## config.mk

```make
export PLATFORM = sky130hd
export DESIGN_NAME = board_status_top
export DESIGN_NICKNAME = d
export VERILOG_FILES = /design/src/logic/board_pkg.sv /design/src/logic/seg7_scan.sv /design/src/logic/display_source.sv /design/src/logic/run_monitor.sv /design/src/logic/rgb_status.sv /design/src/logic/board_status_top.sv
export SDC_FILE = /design/constraint.sdc
export NUM_CORES = 1
export LEC_CHECK = 0
export ABC_CLOCK_PERIOD_IN_PS = 3350
export BUFFER_PORTS_ARGS = -buffer_cell sky130_fd_sc_hd__buf_2
export CORE_ASPECT_RATIO = 0.8
export CORE_UTILIZATION = 57
export DETAILED_ROUTE_END_ITERATION = 16
export PLACE_DENSITY = 0.8
export SLEW_MARGIN = 0
export SYNTH_ARGS = -nofsm -noshare
export SYNTH_HDL_FRONTEND = slang
export SYNTH_HIERARCHICAL = 1
export SYNTH_SLANG_ARGS = --single-unit
```

## constraint.sdc

```tcl
create_clock -name CORE_CLK -period 3.35 [get_ports CORE_CLK]
set_input_delay 0 -clock CORE_CLK [delete_from_list [all_inputs] [get_ports CORE_CLK]]
set_output_delay 0 -clock CORE_CLK [all_outputs]
set_load 0.03 [all_outputs]
```

## src/logic/board_pkg.sv

```systemverilog
// shared widths, privilege codes and segment glyphs that every board status block imports
package board_pkg;

    typedef logic [31:0] word_t;    // pc, instruction, display value, retired count
    typedef logic [63:0] count_t;
    typedef logic [7:0]  byte_t;
    typedef logic [7:0]  seg_t;     // active high with the decimal point in bit 7
    typedef logic [7:0]  anode_t;   // one-cold
    typedef logic [3:0]  nibble_t;
    typedef logic [1:0]  priv_t;

    localparam int N_DIGITS = 8;

    localparam priv_t PRIV_U = 2'd0;
    localparam priv_t PRIV_S = 2'd1;
    localparam priv_t PRIV_M = 2'd3;

    // splash word reads "ArchProc" from digit 7 down to digit 0
    localparam seg_t SPLASH_GLYPHS [N_DIGITS] = '{
        8'b00001101, 8'b00011101, 8'b00000101, 8'b01100111,
        8'b00010111, 8'b00001101, 8'b00000101, 8'b01110111
    };

    // seven blanks, "Loading", then two dots
    localparam seg_t LOAD_BANNER [16] = '{
        8'h00, 8'h00, 8'h00, 8'h00, 8'h00, 8'h00, 8'h00,
        8'b00001110, 8'b00011101, 8'b01111101, 8'b00111101,
        8'b00010000, 8'b00010101, 8'b11111011,
        8'b10000000, 8'b10000000
    };

    function automatic seg_t hex_glyph(input nibble_t value);
        case (value)
            4'h0: hex_glyph = 8'b01111110;
            4'h1: hex_glyph = 8'b00110000;
            4'h2: hex_glyph = 8'b01101101;
            4'h3: hex_glyph = 8'b01111001;
            4'h4: hex_glyph = 8'b00110011;
            4'h5: hex_glyph = 8'b01011011;
            4'h6: hex_glyph = 8'b01011111;
            4'h7: hex_glyph = 8'b01110000;
            4'h8: hex_glyph = 8'b01111111;
            4'h9: hex_glyph = 8'b01111011;
            4'ha: hex_glyph = 8'b01110111;
            4'hb: hex_glyph = 8'b00011111;
            4'hc: hex_glyph = 8'b01001110;
            4'hd: hex_glyph = 8'b00111101;
            4'he: hex_glyph = 8'b01001111;
            default: hex_glyph = 8'b01000111;  // f
        endcase
    endfunction

endpackage

```

## src/logic/seg7_scan.sv

```systemverilog
// eight-digit seven-segment scanner instantiated in the board status top for splash, banner and hex display
`timescale 1ns/1ns

module seg7_scan #(
    parameter int SCAN_DIV      = 16000,
    parameter int LOAD_STEP_DIV = 2**25
) (
    input  logic             CORE_CLK,
    input  logic             CORE_RST_X,
    input  logic             init_done,
    input  logic             loading,
    input  board_pkg::word_t disp_value,
    output board_pkg::seg_t  sg,
    output board_pkg::anode_t an
);

    import board_pkg::*;

    localparam int SCAN_W  = $clog2(SCAN_DIV + 1);
    localparam int STEP_W  = $clog2(LOAD_STEP_DIV + 1);
    localparam int DIGIT_W = $clog2(N_DIGITS);

    logic [SCAN_W-1:0]  scan_cnt;
    logic               scan_tick;
    logic [DIGIT_W-1:0] digit;       // digit lit at the next tick
    logic [STEP_W-1:0]  step_cnt;
    logic [3:0]         banner_ofs;
    logic [3:0]         banner_idx;
    nibble_t            nibble;
    seg_t               seg_src;

    assign scan_tick = (scan_cnt == '0);

    // digit prescaler
    always_ff @(posedge CORE_CLK) begin
        if (!CORE_RST_X) begin
            scan_cnt <= '0;
        end else if (scan_cnt == SCAN_W'(SCAN_DIV - 1)) begin
            scan_cnt <= '0;
        end else begin
            scan_cnt <= scan_cnt + 1'b1;
        end
    end

    // banner scroll only counts while the image loads
    always_ff @(posedge CORE_CLK) begin
        if (!CORE_RST_X) begin
            step_cnt   <= '0;
            banner_ofs <= '0;
        end else if (loading) begin
            if (step_cnt == STEP_W'(LOAD_STEP_DIV - 1)) begin
                step_cnt   <= '0;
                banner_ofs <= banner_ofs + 1'b1;
            end else begin
                step_cnt <= step_cnt + 1'b1;
            end
        end
    end

    assign banner_idx = banner_ofs + 4'd7 - 4'(digit);  // wraps mod 16
    assign nibble     = disp_value[4*digit +: 4];

    always_comb begin
        if (loading) begin
            seg_src = LOAD_BANNER[banner_idx];
        end else if (init_done) begin
            seg_src = hex_glyph(nibble);
        end else begin
            seg_src = SPLASH_GLYPHS[digit];
        end
    end

    // anode and cathodes move together at the slot start
    always_ff @(posedge CORE_CLK) begin
        if (!CORE_RST_X) begin
            sg    <= '1;
            an    <= '1;
            digit <= '0;
        end else if (scan_tick) begin
            an    <= ~(anode_t'(1) << digit);
            sg    <= ~seg_src;        // pins are active low
            digit <= digit + 1'b1;
        end
    end

endmodule

```

## src/logic/display_source.sv

```systemverilog
// picks the word shown on the display from the buttons and keeps the kbd/mouse byte history
`timescale 1ns/1ns

module display_source (
    input  logic             CORE_CLK,
    input  logic             CORE_RST_X,
    input  logic             btn_u,
    input  logic             btn_d,
    input  logic             btn_l,
    input  logic             btn_r,
    input  logic             btn_c,
    input  board_pkg::word_t core_pc,
    input  board_pkg::word_t core_ir,
    input  logic             kbd_we,
    input  logic             mouse_we,
    input  board_pkg::byte_t kbd_data,
    input  board_pkg::byte_t mouse_data,
    output board_pkg::word_t disp_value
);

    import board_pkg::*;

    word_t hist;
    word_t hist_next;

    // bytes 1:0 keyboard, bytes 3:2 mouse, newest in the low byte of each pair
    always_comb begin
        hist_next = hist;
        if (kbd_we) begin
            hist_next[7:0]  = kbd_data;
            hist_next[15:8] = hist[7:0];
        end
        if (mouse_we) begin
            hist_next[23:16] = mouse_data;
            hist_next[31:24] = hist[23:16];
        end
    end

    always_ff @(posedge CORE_CLK) begin
        if (!CORE_RST_X) begin
            hist       <= '0;
            disp_value <= '0;
        end else begin
            hist <= hist_next;
            if (btn_u || btn_d || btn_c) begin
                disp_value <= '0;
            end else if (btn_l) begin
                disp_value <= core_pc;
            end else if (btn_r) begin
                disp_value <= core_ir;
            end else begin
                disp_value <= hist_next;  // same cycle as the history update
            end
        end
    end

endmodule

```

## src/logic/run_monitor.sv

```systemverilog
// load flag, stop latch, heartbeat and the load/run cycle counters
`timescale 1ns/1ns

module run_monitor #(
    parameter int               HEARTBEAT_DIV = 32000000,
    parameter board_pkg::word_t RUN_TIMEOUT   = 32'd500000000
) (
    input  logic              CORE_CLK,
    input  logic              CORE_RST_X,
    input  logic              init_start,
    input  logic              init_done,
    input  logic              btn_c,
    input  logic              halt,
    input  logic              finish,
    input  board_pkg::word_t  inst_cnt,
    output logic              loading,
    output logic              stopped,
    output logic              heartbeat,
    output board_pkg::word_t  init_cycles,
    output board_pkg::count_t run_cycles
);

    localparam int HB_W = $clog2(HEARTBEAT_DIV + 1);

    logic [HB_W-1:0] hb_cnt;
    logic            stop_hit;

    assign stop_hit = btn_c || halt || finish || (inst_cnt > RUN_TIMEOUT);

    // boot image load window
    always_ff @(posedge CORE_CLK) begin
        if (!CORE_RST_X) begin
            loading     <= 1'b0;
            init_cycles <= '0;
        end else begin
            if (!loading && init_start && !init_done) begin
                loading <= 1'b1;
            end else if (init_done) begin
                loading <= 1'b0;
            end
            if (loading) begin
                init_cycles <= init_cycles + 1'b1;
            end
        end
    end

    // sticky until reset
    always_ff @(posedge CORE_CLK) begin
        if (!CORE_RST_X) begin
            stopped    <= 1'b0;
            run_cycles <= '0;
        end else begin
            if (stop_hit) begin
                stopped <= 1'b1;
            end
            if (init_done && !stopped) begin
                run_cycles <= run_cycles + 1'b1;
            end
        end
    end

    always_ff @(posedge CORE_CLK) begin
        if (!CORE_RST_X) begin
            hb_cnt    <= '0;
            heartbeat <= 1'b0;
        end else if (hb_cnt == HB_W'(HEARTBEAT_DIV - 1)) begin
            hb_cnt    <= '0;
            heartbeat <= ~heartbeat;
        end else begin
            hb_cnt <= hb_cnt + 1'b1;
        end
    end

endmodule

```

## src/logic/rgb_status.sv

```systemverilog
// tri-colour LED driver that breathes during init and then blinks the privilege colour
`timescale 1ns/1ns

module rgb_status #(
    parameter int PWM_BITS = 12
) (
    input  logic             CORE_CLK,
    input  logic             CORE_RST_X,
    input  logic             init_done,
    input  board_pkg::priv_t priv,
    output logic             led_b,
    output logic             led_g,
    output logic             led_r
);

    import board_pkg::*;

    localparam int ACC_W = PWM_BITS + 1;  // top bit picks ramp up or down
    localparam logic [ACC_W-1:0] G_PHASE = ACC_W'(1 << (PWM_BITS - 2));
    localparam logic [ACC_W-1:0] R_PHASE = ACC_W'(1 << (PWM_BITS - 1));

    logic [PWM_BITS-1:0] ramp;
    logic [ACC_W-1:0]    acc_b;
    logic [ACC_W-1:0]    acc_g;
    logic [ACC_W-1:0]    acc_r;
    logic [3:0]          blink_cnt;
    logic [2:0]          flash_bgr;

    function automatic logic breathe(input logic [ACC_W-1:0] acc,
                                     input logic [PWM_BITS-1:0] level);
        if (acc[ACC_W-1]) begin
            breathe = acc[PWM_BITS-1:0] < level;
        end else begin
            breathe = acc[PWM_BITS-1:0] >= level;
        end
    endfunction

    always_comb begin
        case (priv)
            PRIV_U:  flash_bgr = 3'b100;  // blue
            PRIV_S:  flash_bgr = 3'b010;
            PRIV_M:  flash_bgr = 3'b001;  // red
            default: flash_bgr = 3'b000;
        endcase
    end

    always_ff @(posedge CORE_CLK) begin
        if (!CORE_RST_X) begin
            ramp      <= '0;
            acc_b     <= '0;
            acc_g     <= G_PHASE;
            acc_r     <= R_PHASE;
            blink_cnt <= '0;
            {led_b, led_g, led_r} <= 3'b000;
        end else begin
            ramp      <= ramp + 1'b1;
            blink_cnt <= blink_cnt + 1'b1;
            if (ramp == '1) begin  // different steps keep the colours drifting apart
                acc_b <= acc_b + ACC_W'(2);
                acc_g <= acc_g + ACC_W'(3);
                acc_r <= acc_r + ACC_W'(5);
            end
            if (!init_done) begin
                {led_b, led_g, led_r} <= {breathe(acc_b, ramp), breathe(acc_g, ramp),
                                          breathe(acc_r, ramp)};
            end else if (blink_cnt == 4'd0) begin
                {led_b, led_g, led_r} <= flash_bgr;
            end else begin
                {led_b, led_g, led_r} <= 3'b000;
            end
        end
    end

endmodule

```

## src/logic/board_status_top.sv

```systemverilog
// board status top level that wires the display, run monitor and tri-colour LED and drives the LED bar
`timescale 1ns/1ns

module board_status_top #(
    parameter int               SCAN_DIV      = 16000,
    parameter int               LOAD_STEP_DIV = 2**25,
    parameter int               HEARTBEAT_DIV = 32000000,
    parameter board_pkg::word_t RUN_TIMEOUT   = 32'd500000000,
    parameter int               PWM_BITS      = 12
) (
    input  logic              CORE_CLK,
    input  logic              CORE_RST_X,
    input  logic              init_start,
    input  logic              init_done,
    input  board_pkg::priv_t  priv,
    input  board_pkg::word_t  core_pc,
    input  board_pkg::word_t  core_ir,
    input  board_pkg::word_t  inst_cnt,
    input  logic              kbd_we,
    input  logic              mouse_we,
    input  board_pkg::byte_t  kbd_data,
    input  board_pkg::byte_t  mouse_data,
    input  logic              btn_u,
    input  logic              btn_d,
    input  logic              btn_l,
    input  logic              btn_r,
    input  logic              btn_c,
    input  logic              halt,
    input  logic              finish,
    output board_pkg::seg_t   sg,
    output board_pkg::anode_t an,
    output logic [15:0]       led,
    output logic              led_b,
    output logic              led_g,
    output logic              led_r,
    output board_pkg::word_t  init_cycles,
    output board_pkg::count_t run_cycles
);

    import board_pkg::*;

    word_t disp_value;
    logic  loading;
    logic  stopped;
    logic  heartbeat;

    assign led = {12'd0, loading, stopped, init_done, heartbeat};

    seg7_scan #(
        .SCAN_DIV      (SCAN_DIV),
        .LOAD_STEP_DIV (LOAD_STEP_DIV)
    ) seg7_scan_i (
        .CORE_CLK   (CORE_CLK),
        .CORE_RST_X (CORE_RST_X),
        .init_done  (init_done),
        .loading    (loading),
        .disp_value (disp_value),
        .sg         (sg),
        .an         (an)
    );

    display_source display_source_i (
        .CORE_CLK   (CORE_CLK),
        .CORE_RST_X (CORE_RST_X),
        .btn_u      (btn_u),
        .btn_d      (btn_d),
        .btn_l      (btn_l),
        .btn_r      (btn_r),
        .btn_c      (btn_c),
        .core_pc    (core_pc),
        .core_ir    (core_ir),
        .kbd_we     (kbd_we),
        .mouse_we   (mouse_we),
        .kbd_data   (kbd_data),
        .mouse_data (mouse_data),
        .disp_value (disp_value)
    );

    run_monitor #(
        .HEARTBEAT_DIV (HEARTBEAT_DIV),
        .RUN_TIMEOUT   (RUN_TIMEOUT)
    ) run_monitor_i (
        .CORE_CLK    (CORE_CLK),
        .CORE_RST_X  (CORE_RST_X),
        .init_start  (init_start),
        .init_done   (init_done),
        .btn_c       (btn_c),
        .halt        (halt),
        .finish      (finish),
        .inst_cnt    (inst_cnt),
        .loading     (loading),
        .stopped     (stopped),
        .heartbeat   (heartbeat),
        .init_cycles (init_cycles),
        .run_cycles  (run_cycles)
    );

    rgb_status #(
        .PWM_BITS (PWM_BITS)
    ) rgb_status_i (
        .CORE_CLK   (CORE_CLK),
        .CORE_RST_X (CORE_RST_X),
        .init_done  (init_done),
        .priv       (priv),
        .led_b      (led_b),
        .led_g      (led_g),
        .led_r      (led_r)
    );

endmodule

```

### Word-level counts from Yosys, hierarchy flattened

Memory sizes are Yosys's and may differ from the RTL's.
Index checks and enable logic that the tools add are counted.

* bits in registers: 309
* bits in read-only memories: 304
* input bits: 127
* output and inout bits: 131
* word-level logic and storage cells: 104
* memories: 3

* $add $sub $neg: 14
* $lt $le $gt $ge: 9
* equality and inequality tests: 6
* shifts and indexed selects: 2
* muxes and demuxes: 23
* bitwise logic cells: 6
* reduce and logical (&&, ||, !) cells: 19

Memory list
* (no name shown): words 16, width 8, rd ports 1, clocked after memory_dff 0, write ports 0, line seg7_scan.sv:65 `seg_src = LOAD_BANNER[banner_idx];`
* (no name shown): words 16, width 7, rd ports 1, clocked after memory_dff 0, write ports 0, line board_pkg.sv:33 `case (value)`
* (no name shown): words 8, width 8, rd ports 1, clocked after memory_dff 0, write ports 0, line seg7_scan.sv:69 `seg_src = SPLASH_GLYPHS[digit];`

Operator list (number)
* 64-bit by 1-bit adder with 64-bit output, second input constant: 1
* 32-bit 2-to-1 mux: 2
* 8-bit 2-to-1 mux: 6
* 12-bit greater-or-equal comparator: 3
* 12-bit less-than comparator: 3
* 32-bit by 1-bit adder with 32-bit output, second input constant: 1
* 32-bit by 29-bit > comparator with 1-bit output, second input constant: 1
* 16-bit 2-to-1 mux: 2
* 32-bit by 6-bit variable part select with 4-bit output: 1
* 13-bit by 2-bit adder with 13-bit output, second input constant: 2
* 26-bit by 1-bit adder with 26-bit output, second input constant: 1
* 26-bit by 25-bit == test with 1-bit output, second input constant: 1
* 26-bit 2-to-1 mux: 1
* 25-bit by 1-bit adder with 25-bit output, second input constant: 1
* 25-bit == test, second input constant: 1
* 8-bit inverter: 2
* 14-bit by 1-bit adder with 14-bit output, second input constant: 1
* 14-bit == test, second input constant: 1
* 14-bit logical NOT: 1
* 13-bit by 3-bit adder with 13-bit output, second input constant: 1
* 12-bit by 1-bit adder with 12-bit output, second input constant: 1
* 12-bit == test, second input constant: 1
* 1-bit 2-to-1 mux: 11
* 3-bit one-hot mux with 3 select lines: 1
* 20 further kinds: 32

### Logic depth before layout (Yosys ltp)

* depth in word-level cells: 8
* gate-level depth with buffers: 11
* depth with buffers taken out: 9

### Hierarchy

The synthesis kept the hierarchy.

Modules (own cells, without submodules)
* run_monitor: instances 1, cells an instance 688, area an instance 5948.2 um2, seq. area each 2482.4 um2
* seg7_scan: instances 1, cells an instance 405, area an instance 3646.0 um2, seq. area each 1261.2 um2
* rgb_status: instances 1, cells an instance 357, area an instance 3174.3 um2, seq. area each 1141.1 um2
* display_source: instances 1, cells an instance 249, area an instance 2860.2 um2, seq. area each 1281.2 um2
* board_status_top: instances 1, cells an instance 17, area an instance 123.9 um2, seq. area each 0.0 um2

### Least setup slack after synthesis

OpenSTA, ideal clock, no wires.

* path type: register to register
* from: reg seg7_scan_i.digit[1]
* to: reg seg7_scan_i.sg[5]
* setup time: 74 ps
* arrival: 2517 ps
* data required time: 3276 ps
* slack: 759 ps
* cell stages (with the launch flop): 11
* path buffers: 2
* clock period less this slack: 2591 ps
* path through: dfxtp_1 > buf_2 > inv_1 > ha_1 > ha_1 > fa_1 > clkbuf_1 > mux2_2 > a21oi_1 > a41oi_1 > a31oi_1

* longest elaborated chain between the ends: 7
* elaborated cells between the ends (all ways): 14
* those cells by class: add/sub: 1; shift: 1; mux: 6; bitwise: 3; memory: 3

Ends and longest elaborated chain
* start: declaration: line seg7_scan.sv:25 `logic [DIGIT_W-1:0] digit;`
* start signal: assignment: line seg7_scan.sv:82 `digit <= digit + 1'b1;`
* 4-bit by 3-bit subtractor with 4-bit output or 3-bit inverter with 4-bit output (tied branches): line seg7_scan.sv:60, seg7_scan.sv:69
* 4-bit inverter with 5-bit output (not written as such) or memory read 8 x 8 bit (tied branches)
* memory read 16 x 8 bit or 8-bit 2-to-1 mux (tied branches)
* 8-bit 2-to-1 mux, on equally long branches: line seg7_scan.sv:65, seg7_scan.sv:69
* 8-bit 2-to-1 mux, on equally long branches: line seg7_scan.sv:65, seg7_scan.sv:66
* 8-bit 2-to-1 mux *: line seg7_scan.sv:64 `if (loading) begin`
* 8-bit inverter *: line seg7_scan.sv:81 `sg <= ~seg_src;`
* end signal: assignment: line seg7_scan.sv:81
* end: declaration: line seg7_scan.sv:13 `output board_pkg::seg_t sg,`

Every way passes the cells marked *; elsewhere a longest branch is shown, timed or not. The select of a mux whose other input is x is not followed.
A chain may end at the register's enable or synchronous reset.

### Worst setup path in the final report

* from: reg rgb_status_i.ramp[6]
* to: reg rgb_status_i.led_b

* longest elaborated chain between the ends: 3
* elaborated cells between the ends (all ways): 4
* those cells by class: order compare: 2; mux: 2

Ends and longest elaborated chain
* start: declaration: line rgb_status.sv:22 `logic [PWM_BITS-1:0] ramp;`
* start signal: assignment: line rgb_status.sv:56 `ramp <= ramp + 1'b1;`
* 12-bit greater-or-equal comparator or 12-bit less-than comparator (tied branches): line rgb_status.sv:34, rgb_status.sv:32
* 1-bit 2-to-1 mux *: line rgb_status.sv:31 `if (acc[ACC_W-1]) begin`
* 1-bit 2-to-1 mux *: line rgb_status.sv:63 `if (!init_done) begin`
* end signal: assignment: line rgb_status.sv:64 `{led_b, led_g, led_r} <= {breathe(acc_b, ramp), breathe(acc_g, ramp),`
* end signal: assignment: line rgb_status.sv:67 `{led_b, led_g, led_r} <= flash_bgr;`
* end: declaration: line rgb_status.sv:11 `output logic led_b,`

Every way passes the cells marked *; elsewhere a longest branch is shown, timed or not.

==> metrics.md <==
| Metric | Value |
|---|---|
| Worst setup margin | between 0.4 and 0.5 ns |
| Routed wire length | 40700 um |
| Synth top area share | 39.1% |
| Compound-cell area share of the yosys netlist | 9.02% |
| Most frequent cells in the layout | dfxtp_1 (308), buf_2 (245), nor2_1 (224), xnor2_1 (121), dlygate4sd3_1 (90) |
| Largest net degree at the start of global routing | 65 |
| Critical path class | reg2reg |
| Cts repair resizes | 0 |
| WL/cell | 16.9 um |
| CTS tree | built |
| Setup violations, final | 0 |
| Die Wd | approximately 190 um |
| Top FF cell, synth | dfxtp_1 |
| Mux share of post-synthesis cell area | 4.74% |
| H-tree levels | 1 |
| Final hold violations | 0 |
| Final Util | 69.6% |
| RR Startpoint | rgb_status_i/ramp[6] |
| HP Start | init_done |
| RSZ-0062 raised after global routing | false |
| Most used cell along the critical path | a21oi_1 |
| GRT Overall Usage | between 20% and 30% |
| Power per Cell Area | 416 nW/um2 |
| Pleak | about 7.5 nW |
| Row cnt | 54 |
| Min-Delay Endpoint | seg7_scan_i/sg[6] |
| Reg2reg setup slack | 0.48 ns |
| Die H | 151 um |
| Worst R2R End | rgb_status_i/led_b |
| Syn Area/Cell | slightly above 9 um2 |
| Buf/Inv on CP | 2 |
| Total CTS buffers | 31 |
| CP required | 3.80 ns |
| Hold Path Depth | 4 |
| Relative slew slack | 33.0% |
| Routability cong. | 0.836 |
| Critical Path Start Type | flip-flop |
| Synth top area cells | dfxtp_1 (39%), xnor2_1 (6.7%), ha_1 (5.5%) |
| Vias per cell | 5.70 |
| Core area | 27200 um2 |
| Netlist cell types | 81 |
| Final Cycle Share | 85.6% |
| Critical Path End Type | flip-flop |
| Initial antenna violation count | 1 |
| Hold crit path type | in2reg |
| Detailed placer's ending HPWL | 27000 um |
| Yosys warns | 6 |
| Vias in the first global route | 12700 |
| CP delay by family, top | compound AO/OA/AOI/OAI gates |
| Gate Count Post-Synth | 1716 |
| CTS clock-pin slew for the worst setup and hold paths | 0.06 ns |
| Via count | 13700 |
| Synthesized flop and latch total | 308 |
| Root Buffer | clkbuf_16 |
| Xor/xnor share of the synthesized area | 9.76% |
| Post-synth EDFFs | 0 |
| Drt pass-1 iters | 8 |
| Largest family of logic cells by synthesized area | simple AND/OR/NAND/NOR gates |
| Area Growth Syn to Fin | 20.4% |
| Final min period | 2.87 ns |
| # nets final | 2217 |
| # Post-CTS Setup Buffers | 0 |
| Synth Area in Adders | 5.61% |
| Die area | 28300 um2 |
| DR iter-0 viols | roughly 940 |
| Max Cap Viol | 0 |
| CP max FO | 5 |
| CTS Sinks | slightly above 300 |
| Clk buf depth | 3 |
| # IOs | 258 |
| Least-Margin Pin Slew | 1.00 ns |
| Fmax | 0.349 GHz |
| Commonest non-fill, non-tap cell in the layout | dfxtp_1 |
| Crit path cell chain | inv_1, ha_1, a21o_1, a21oi_1, a21oi_1, a211oi_1, xor2_1, o22ai_1, dlygate4sd3_1 |
| Final setup TNS | 0 ns |
| Diode count | 0 |
| Detail Route Antenna Nets | 0 |
| Slowest cell on the critical path | dlygate4sd3_1 |
| Largest area contributor in the netlist | dfxtp_1 |
| R2R cell count | 9 |
| Pre-CTS worst setup slack | about 0.51 ns |
| Slew Viols, Final | 0 |
| I/O Buffers | 245 |
| Worst Clk Skew | approximately 0.014 ns |
| WP data arrival | 3.32 ns |
| Post-synthesis sequential area ratio | 39.1% |
| Outcome | finished clean |
| Synth Area in Simple Gates | 27.0% |
| Layout cells sized above 1 | a little under a fifth |
| VDD IR max | 0.399 mV |
| Max incr delay on CP | 0.55 ns |
| DRC Markers | 0 |
| Grt ovf | 0 |
| Initial core utilization | 57.9% |
| Clk_lat worst skew | 0.56 ns |
| First-pass GRT wire length | 63300 um |
| Synth Cell Area | 15800 um2 |
| Ys async rst share | 0% |
metrics by stage:
step	cell area (um2)	power [mW]	hold WS (ns)	instances
finish	19000	7.89	0.0315	2407
global route	19000	8.17	0.0191	2407
CTS	19000	7.91	0.00342	2406
detailed placement	17100	4.61	0.245	2261
global placement	17100	4.59	0.237	2261
floorplan	15800	4.38	0.0619	1727
power breakdown:
group / internal (mW) / total [mW] / switching, mW
sequential: 3.74 / 3.80 / 0.0659
combinational: 0.338 / 0.821 / 0.484
clock: 1.87 / 3.26 / 1.39
total: 5.94 / 7.89 / 1.94
how the worst max path moves through the flow:
stage                         start            endpoint  slack (ns)  cells after the start
2_1_floorplan  seg7_scan_i/digit[1]   seg7_scan_i/sg[5]        0.76                     10
3_3_place_gp   seg7_scan_i/digit[0]   seg7_scan_i/sg[4]        0.60                      7
3_5_place_dp   seg7_scan_i/digit[0]   seg7_scan_i/sg[4]        0.51                      7
4_1_cts        seg7_scan_i/digit[0]   seg7_scan_i/sg[4]        0.51                      7
5_1_grt        seg7_scan_i/digit[0]   seg7_scan_i/sg[4]        0.24                      7
6_report       rgb_status_i/ramp[6]  rgb_status_i/led_b        0.48                      9
worst min-delay path: stages:
cell and delay (ns):
buf_2 0.15, buf_4 0.21, nand3_1 0.10, o21ai_1 0.07
logic make-up after synthesis:
logic type / count (synthesis)
buffers and inverters: 152
adders and majority gates: 70
DFF: 308
other: 1
xor gates and xnor gates: 174
and+or+nand+nor: 773
AOI/OAI and AO/OA: 178
muxes: 60
Yosys cell counts, types with 7 or more instances:
cell type and n:
ha_1 69, buf_2 16, dfxtp_1 308, a21o_1 8
nand2_1 88, o21ai_0 24, o31ai_1 13, nand4_1 55
xor2_1 52, nor3_1 37, buf_4 21, and4_1 21
nand4b_1 7, and3_1 27, and2_1 10, mux2i_1 45
nor3b_1 34, or3_1 19, inv_1 56, a21oi_1 47
nor4_4 7, nor2b_1 76, a2111oi_2 32, xnor2_1 121
o21ai_1 7, or4_1 14, nor4_1 43, nand3_1 82
clkbuf_1 47, nor2_1 225
repair_timing:
item | in CTS | in global routing
hold buffers | 89 | 1
hold endpoints to repair | 54 | 1
endpoints found under the setup margin | 0 | 0
state kept, by name, summed over array words and instances, names as in the netlist, 3 cells and up:
| name | flops |
|---|---|
| seg7_scan_i/an | 8 |
| rgb_status_i/blink_cnt | 4 |
| seg7_scan_i/step_cnt | 26 |
| rgb_status_i/acc_g | 13 |
| seg7_scan_i/scan_cnt | 14 |
| run_monitor_i/hb_cnt | 25 |
| rgb_status_i/ramp | 12 |
| seg7_scan_i/banner_ofs | 4 |
| display_source_i/disp_value | 32 |
| rgb_status_i/acc_b | 12 |
| rgb_status_i/acc_r | 13 |
| display_source_i/hist | 32 |
| seg7_scan_i/digit | 3 |
| run_monitor_i/init_cycles | 32 |
| seg7_scan_i/sg | 8 |
| run_monitor_i/run_cycles | 64 |
layout make-up:
| cell class | instances | area [um2] |
|---|---|---|
| multi-input combinational | 1267 | 8890 |
| fill | 1998 | 8270 |
| sequential | 308 | 6170 |
| timing repair buffer | 353 | 2270 |
| clock buffer | 48 | 880 |
| tap | 364 | 455 |
| inverter | 59 | 221 |
| clock inverter | 8 | 68.8 |
per-layer routing:
metal / track usage, % / routed length [um] / vias to the layer above
li1: - / - / 6660
met1: 34.8 / 17600 / 6457
met2: 45.9 / 19100 / 489
met3: 4.83 / 2480 / 118
met4: 11.0 / 1560 / 2
met5: 0 / 13 / -
No activity file was read; power rests on OpenSTA's default activity.
